<file path="config.mk">
export PLATFORM = sky130hd
export DESIGN_NAME = float_mul_unit
export DESIGN_NICKNAME = d
export VERILOG_FILES = /design/src/rtl/float_fmt_pkg.sv /design/src/rtl/fpu_op_pkg.sv /design/src/rtl/float_mant_multiplier.sv /design/src/rtl/float_mul_unit.sv /design/src/rtl/float_normalize_pack.sv /design/src/rtl/float_op_decode.sv
export VERILOG_INCLUDE_DIRS = /design/src /design/src/rtl
export SDC_FILE = /design/constraint.sdc
export NUM_CORES = 1
export LEC_CHECK = 0
export ABC_AREA = 1
export BUFFER_PORTS_ARGS = -buffer_cell sky130_fd_sc_hd__buf_2
export CORE_ASPECT_RATIO = 1.75
export CORE_MARGIN = 1
export CORE_UTILIZATION = 50
export CTS_BUF_LIST = sky130_fd_sc_hd__clkbuf_2
export CTS_CLUSTER_SIZE = 28
export DETAILED_ROUTE_END_ITERATION = 8
export PLACE_DENSITY_LB_ADDON = 0.15
export SYNTH_ARGS = -nofsm -noshare
export SYNTH_HDL_FRONTEND = slang
export SYNTH_HIERARCHICAL = 1
export SYNTH_SLANG_ARGS = --single-unit
</file>
<file path="constraint.sdc">
create_clock -name clk -period 4.3 [get_ports clk]
set_input_delay 0.645 -clock clk [delete_from_list [all_inputs] [get_ports clk]]
set_output_delay 0.645 -clock clk [all_outputs]
set_load 0.01 [all_outputs]
</file>
<file path="src/rtl/float_consts.svh">
// format widths and multiplier iteration constants, included by RTL and testbench
`ifndef FLOAT_CONSTS_SVH
`define FLOAT_CONSTS_SVH

// ieee-754 single precision layout
`define FLOAT_WIDTH 32
`define FLOAT_EXP_WIDTH 8
`define FLOAT_MANT_WIDTH 23
`define FLOAT_EXP_BIAS 127

// radix-4 mantissa multiplier
`define MUL_BITS_PER_CYCLE 2

// 24 mantissa bits including the hidden one, two per step
`define MUL_STEPS ((`FLOAT_MANT_WIDTH + 1) / `MUL_BITS_PER_CYCLE)

`endif

</file>
<file path="src/rtl/float_fmt_pkg.sv">
// number format types shared by the multiply unit stages and the testbench
`include "float_consts.svh"

package float_fmt_pkg;

    // packed ieee-754 word, {sign, exponent, stored mantissa}
    typedef logic [`FLOAT_WIDTH - 1:0] float_word_t;

    // mantissa with the hidden one in the top bit
    typedef logic [`FLOAT_MANT_WIDTH:0] mant_t;

    // full product of two hidden-one mantissas
    typedef logic [2 * `FLOAT_MANT_WIDTH + 1:0] product_t;

    // biased exponent sum before normalization
    // two extra bits cover the carry and the sign after subtracting the bias
    typedef logic signed [`FLOAT_EXP_WIDTH + 1:0] exp_acc_t;

endpackage

</file>
<file path="src/rtl/fpu_op_pkg.sv">
// operation set of the float multiply unit, used by the decode stage and the testbench
package fpu_op_pkg;

    // opcode driven by the requester with each req pulse
    typedef enum logic [1:0] {
        OP_MUL     = 2'd0,
        // product with the sign flipped
        OP_MUL_NEG = 2'd1,
        // a times a, b is ignored
        OP_SQUARE  = 2'd2
    } fpu_op_e;

endpackage

</file>
<file path="src/rtl/float_mant_multiplier.sv">
// iterative radix-4 shift-add multiplier for the 24-bit hidden-one mantissas
`timescale 1ns/1ns
`include "float_consts.svh"

module float_mant_multiplier (
    input  logic                    clk,
    input  logic                    rst,
    input  logic                    start,
    input  float_fmt_pkg::mant_t    a_mant,
    input  float_fmt_pkg::mant_t    b_mant,
    output float_fmt_pkg::product_t product,
    output logic                    done
);
    localparam int MANT_W = `FLOAT_MANT_WIDTH + 1;
    localparam int CNT_W  = $clog2(`MUL_STEPS);

    logic                 running;
    logic [CNT_W - 1:0]   step;
    float_fmt_pkg::mant_t mplier;
    logic [MANT_W + 1:0]  partial;
    logic [MANT_W + 1:0]  upper_sum;

    // a_mant times the two low multiplier bits
    always_comb begin
        case (mplier[`MUL_BITS_PER_CYCLE - 1:0])
            2'd0:    partial = '0;
            2'd1:    partial = {2'b00, a_mant};
            2'd2:    partial = {1'b0, a_mant, 1'b0};
            default: partial = {2'b00, a_mant} + {1'b0, a_mant, 1'b0};
        endcase
    end

    // add into the upper half with the carry bits landing above it
    assign upper_sum = {2'b00, product[2 * MANT_W - 1 -: MANT_W]} + partial;

    always_ff @(posedge clk or negedge rst) begin
        if (!rst) begin
            running <= 1'b0;
            step    <= '0;
            done    <= 1'b0;
        end else begin
            done <= 1'b0;
            if (start) begin
                running <= 1'b1;
                step    <= '0;
            end else if (running) begin
                step <= step + 1'b1;
                if (step == CNT_W'(`MUL_STEPS - 1)) begin
                    running <= 1'b0;
                    done    <= 1'b1;
                end
            end
        end
    end

    // accumulator and shifting multiplier
    always_ff @(posedge clk) begin
        if (start) begin
            product <= '0;
            mplier  <= b_mant;
        end else if (running) begin
            product <= {upper_sum, product[MANT_W - 1:`MUL_BITS_PER_CYCLE]};
            mplier  <= mplier >> `MUL_BITS_PER_CYCLE;
        end
    end

    a_start_idle: assert property (@(posedge clk) disable iff (!rst) start |-> !running);

    // both mantissas carry the hidden one, so a finished product is at least 2^46
    a_prod_range: assert property (@(posedge clk) disable iff (!rst)
        done |-> (product[2 * MANT_W - 1] || product[2 * MANT_W - 2]));

endmodule

</file>
<file path="src/rtl/float_mul_unit.sv">
// top of the float multiply unit, joins the decode, multiply and result stages
`timescale 1ns/1ns

module float_mul_unit (
    input  logic                       clk,
    input  logic                       rst,
    input  logic                       req,
    input  fpu_op_pkg::fpu_op_e        op,
    input  float_fmt_pkg::float_word_t a,
    input  float_fmt_pkg::float_word_t b,
    output logic                       ack,
    output float_fmt_pkg::float_word_t out
);
    logic                     start;
    logic                     zero_done;
    logic                     done;
    logic                     busy_clear;
    logic                     sign;
    float_fmt_pkg::mant_t     a_mant;
    float_fmt_pkg::mant_t     b_mant;
    float_fmt_pkg::exp_acc_t  exp_sum;
    float_fmt_pkg::product_t  product;

    float_op_decode u_decode (
        .clk        (clk),
        .rst        (rst),
        .req        (req),
        .op         (op),
        .a          (a),
        .b          (b),
        .busy_clear (busy_clear),
        .start      (start),
        .zero_done  (zero_done),
        .a_mant     (a_mant),
        .b_mant     (b_mant),
        .sign       (sign),
        .exp_sum    (exp_sum)
    );

    float_mant_multiplier u_mult (
        .clk     (clk),
        .rst     (rst),
        .start   (start),
        .a_mant  (a_mant),
        .b_mant  (b_mant),
        .product (product),
        .done    (done)
    );

    float_normalize_pack u_pack (
        .clk        (clk),
        .rst        (rst),
        .done       (done),
        .zero_done  (zero_done),
        .product    (product),
        .sign       (sign),
        .exp_sum    (exp_sum),
        .out        (out),
        .ack        (ack),
        .busy_clear (busy_clear)
    );

endmodule

</file>
<file path="src/rtl/float_normalize_pack.sv">
// result stage, normalizes the mantissa product and registers the packed word with ack
`timescale 1ns/1ns
`include "float_consts.svh"

module float_normalize_pack (
    input  logic                       clk,
    input  logic                       rst,
    input  logic                       done,
    input  logic                       zero_done,
    input  float_fmt_pkg::product_t    product,
    input  logic                       sign,
    input  float_fmt_pkg::exp_acc_t    exp_sum,
    output float_fmt_pkg::float_word_t out,
    output logic                       ack,
    output logic                       busy_clear
);
    localparam int TOP = 2 * `FLOAT_MANT_WIDTH + 1;

    logic [`FLOAT_MANT_WIDTH - 1:0] norm_mant;
    float_fmt_pkg::exp_acc_t        norm_exp;

    // product of two values in [1,2) lies in [1,4), one shift at most
    always_comb begin
        if (product[TOP]) begin
            norm_mant = product[TOP - 1 -: `FLOAT_MANT_WIDTH];
            norm_exp  = exp_sum + float_fmt_pkg::exp_acc_t'(1);
        end else begin
            norm_mant = product[TOP - 2 -: `FLOAT_MANT_WIDTH];
            norm_exp  = exp_sum;
        end
    end

    // frees the decode stage at the edge that registers the result
    assign busy_clear = done | zero_done;

    always_ff @(posedge clk or negedge rst) begin
        if (!rst) begin
            out <= '0;
            ack <= 1'b0;
        end else begin
            ack <= done | zero_done;
            if (done) begin
                // low product bits are truncated
                out <= {sign, norm_exp[`FLOAT_EXP_WIDTH - 1:0], norm_mant};
            end else begin
                // zero result, and idle cycles, both give an all-zero word
                out <= '0;
            end
        end
    end

endmodule

</file>
<file path="src/rtl/float_op_decode.sv">
// decode stage, accepts a request, unpacks the operands and starts the multiply or zero path
`timescale 1ns/1ns
`include "float_consts.svh"

module float_op_decode (
    input  logic                      clk,
    input  logic                      rst,
    input  logic                      req,
    input  fpu_op_pkg::fpu_op_e       op,
    input  float_fmt_pkg::float_word_t a,
    input  float_fmt_pkg::float_word_t b,
    input  logic                      busy_clear,
    output logic                      start,
    output logic                      zero_done,
    output float_fmt_pkg::mant_t      a_mant,
    output float_fmt_pkg::mant_t      b_mant,
    output logic                      sign,
    output float_fmt_pkg::exp_acc_t   exp_sum
);
    logic                             busy;
    logic                             accept;
    float_fmt_pkg::float_word_t       opnd_b;
    logic [`FLOAT_EXP_WIDTH - 1:0]    a_exp;
    logic [`FLOAT_EXP_WIDTH - 1:0]    b_exp;

    assign accept = req && !busy;

    // square reuses a as the second operand
    assign opnd_b = (op == fpu_op_pkg::OP_SQUARE) ? a : b;
    assign a_exp  = a[`FLOAT_WIDTH - 2 -: `FLOAT_EXP_WIDTH];
    assign b_exp  = opnd_b[`FLOAT_WIDTH - 2 -: `FLOAT_EXP_WIDTH];

    always_ff @(posedge clk or negedge rst) begin
        if (!rst) begin
            busy      <= 1'b0;
            start     <= 1'b0;
            zero_done <= 1'b0;
        end else begin
            start     <= 1'b0;
            zero_done <= 1'b0;
            if (accept) begin
                busy <= 1'b1;
                // denormals count as zero, so any zero exponent field takes the shortcut
                if (a_exp == '0 || b_exp == '0) begin
                    zero_done <= 1'b1;
                end else begin
                    start <= 1'b1;
                end
            end else if (busy_clear) begin
                busy <= 1'b0;
            end
        end
    end

    // operand fields, held until the next accepted request
    always_ff @(posedge clk) begin
        if (accept) begin
            a_mant  <= {1'b1, a[`FLOAT_MANT_WIDTH - 1:0]};
            b_mant  <= {1'b1, opnd_b[`FLOAT_MANT_WIDTH - 1:0]};
            sign    <= a[`FLOAT_WIDTH - 1] ^ opnd_b[`FLOAT_WIDTH - 1]
                       ^ (op == fpu_op_pkg::OP_MUL_NEG);
            exp_sum <= float_fmt_pkg::exp_acc_t'(a_exp) + float_fmt_pkg::exp_acc_t'(b_exp)
                       - float_fmt_pkg::exp_acc_t'(`FLOAT_EXP_BIAS);
        end
    end

    // requester must wait for ack before the next req
    a_req_idle: assert property (@(posedge clk) disable iff (!rst) req |-> !busy);

    // a result only comes back for an accepted request
    a_clear_busy: assert property (@(posedge clk) disable iff (!rst) busy_clear |-> busy);

endmodule

</file>
==> flow_metrics.tcl <==
set metrics [dict create \
    rr_startpoint "u_decode/a_mant[1]" \
    worstPathRequired_ns 4.97 \
    period_share 0.910 \
    cts_buffers 17 \
    reg2regPathDepth 24 \
    cap_violations 0 \
    post_cts_buffers 0 \
    whs_path_depth 1 \
    fp.coreArea_sq_um 19300 \
    avgViaCountPerCell 5.47 \
    avgSynthCellArea_sq_um 8.00 \
    cp-start-kind "flip-flop" \
    fmax_mhz 256 \
    cts.sinks 146 \
    cp_max_fo 6 \
    row_count 67 \
    synthCells 1240 \
    htreeDepth 4 \
    grt_max_degree 47 \
    reg2reg_slack_ns 0.39 \
    crit_chain "ha_2 -> inv_1 -> fa_1 -> inv_1 -> nand2_1 -> o21ai_2 -> nand3_1 -> nand2_2 -> inv_2 -> nor2_1 -> nor2_1 -> xor2_1 -> nand2_1 -> nand2_1 -> inv_1 -> ha_1 -> a21oi_1 -> o21ai_0 -> a221oi_1 -> nand3_1 -> nand2_1 -> nand3_1 -> nand2_1 -> inv_1" \
    drt_wl_total_um 27500 \
    clk_pin_slew_ns 0.27 \
    status "complete, no violations" \
    crit_arrival_ns 4.58 \
    area_growth_pct 9.34 \
    cp_common_cell "nand2_1" \
    die_w_um 109 \
    fin_skew_ns 0.0600 \
    start_util 0.515 \
    die_h_um 188 \
    power_leakage_nw 5.60 \
    fill_cells 1880 \
    cts_tree "yes" \
    wire_per_inst_um 17.3 \
    num_vias 8702 \
    crit_type "flip-flop to flip-flop" \
    timing.rr.end "u_mult/product[44]" \
    ant_nets 0 \
    worstHoldStart "a[15]" \
    grt_pass1_vias 8433 \
    final_nets 1474 \
    slowest_stage "edfxtp_1" \
    whs_endpoint "u_decode/a_mant[15]" \
    fin_total_pwr_mw 2.56 \
    slew_headroom 0.296 \
    grt_overflow 0 \
    root_buffer "clkbuf_2" \
    finalSetupViolCount 0 \
    track_usage 0.280 \
    grt_pass1_wl_um 42800 \
    end_kind "flip-flop" \
    timing_hold_violations_final 0 \
    yosysWarnings 6 \
    finalCriticalPeriod_ns 3.91 \
    vdd_drop_max_uv 160 \
    die_area_sq_um 20400 \
    clk_path_buf_depth 2 \
    hpwl_um 21600 \
    worst_pin_slew_ns 1.05 \
    powerDensity_nw_per_um2 236 \
    clock_latency_ns 0.72 \
    dr.first_iter.drc_count 471 \
    hold_class "input port to flip-flop" \
    antenna_found_initial 1 \
    slew_violations 0 \
    io_pins 102 \
    drc 0 \
    gp_congestion 0.981 \
    synth.cell_area_sq_um 9920 \
    port_buffers 101 \
    drive_gt1_frac 0.164 \
    firstDrtPassIters 7 \
    utilization 0.563 \
    max_stage_delay_ns 0.43 \
    tns_ns 0 \
    hold_ws_ns 0.115 \
    rsz0062_at_grt "no" \
]
worst max-delay path, delay by kind of cell, from the launching register on:
family	cells	cell delay (ns)
buffers and inverters	5	0.24
and+or+nand+nor	11	0.99
xor gates and xnor gates	1	0.13
AOI/OAI and AO/OA	4	1.08
adders and majority gates	3	1.02
DFF	1	0.43
repair_timing:
| item | 4_1_cts | 5_1_grt |
|---|---|---|
| endpoints found under the hold margin | 35 | 0 |
| hold buffers | 1 | 0 |
| setup endpoints to repair | 0 | 2 |
| resized for setup | 0 | 1 |
per-stage QoR:
stage,worst slack (ns),cell area (sq um),std cells
after floorplan,1.03,9930,1241
after global placement,0.353,10600,1557
after detailed placement,0.330,10600,1557
after CTS,0.354,10800,1590
after global routing,0.0533,10900,1591
final,0.388,10900,1591
flip-flops by register name (all words and copies together), names as in the netlist, 4 cells and up:
signal / count
u_decode/a_mant: 23
u_decode/b_mant: 23
u_decode/exp_sum: 8
u_mult/mplier: 24
u_mult/product: 25
u_mult/step: 4
u_pack/out: 32
where the power goes:
part | switching, mW | internal (mW)
sequential | 0 | 1.48
combinational | 0.0944 | 0.0853
clock | 0.567 | 0.329
total | 0.662 | 1.89
area by class of cell:
| cell class | count | area [sq um] | area share |
|---|---|---|---|
| clock buffer | 17 | 85.1 | 0.00784 |
| timing repair buffer | 113 | 598 | 0.0551 |
| antenna | 1 | 2.50 | 0.000231 |
| multi-input combinational | 886 | 5110 | 0.471 |
| tap | 241 | 302 | 0.0278 |
| clock inverter | 15 | 178 | 0.0164 |
| inverter | 172 | 648 | 0.0597 |
| sequential | 146 | 3920 | 0.362 |
placed cells by master (no fill, tap or decap), types with 5 or more instances in the layout:
cell	count
edfxtp_1	79
a21oi_1	63
ha_1	65
clkbuf_2	17
nand3_2	6
mux2_4	19
dfxtp_1	25
nor2_2	5
a21oi_2	5
nor2_1	128
nand2_2	17
o221ai_1	6
o21ai_0	75
nor3_1	17
xor2_1	18
nand3_1	53
inv_1	166
buf_2	101
a21o_1	6
a22oi_1	5
nand2_1	287
buf_4	11
nand4_1	16
o21ai_1	14
o21bai_1	9
o211ai_1	9
dfrtp_1	42
a31oi_1	5
inv_6	5
layer usage:
layer / vias up / share of wire / GRT usage
met1: 4007 / 0.35 / 0.277
met3: 97 / 0.039 / 0.0336
met5: - / 0 / 0
li1: 4314 / - / -
met4: 0 / 0.085 / 0.226
met2: 284 / 0.52 / 0.508
worst max path at each step:
stage          slack, ns          startpoint                  to
6_report            0.39  u_decode/a_mant[1]  u_mult/product[44]
5_1_grt             0.05  u_decode/a_mant[1]  u_mult/product[46]
4_1_cts             0.35  u_decode/a_mant[1]  u_mult/product[44]
3_5_place_dp        0.33  u_decode/a_mant[1]  u_mult/product[44]
3_3_place_gp        0.35  u_decode/a_mant[1]  u_mult/product[44]
2_1_floorplan       1.03  u_decode/a_mant[1]  u_mult/product[47]
(Power assumes the default switching activity.)
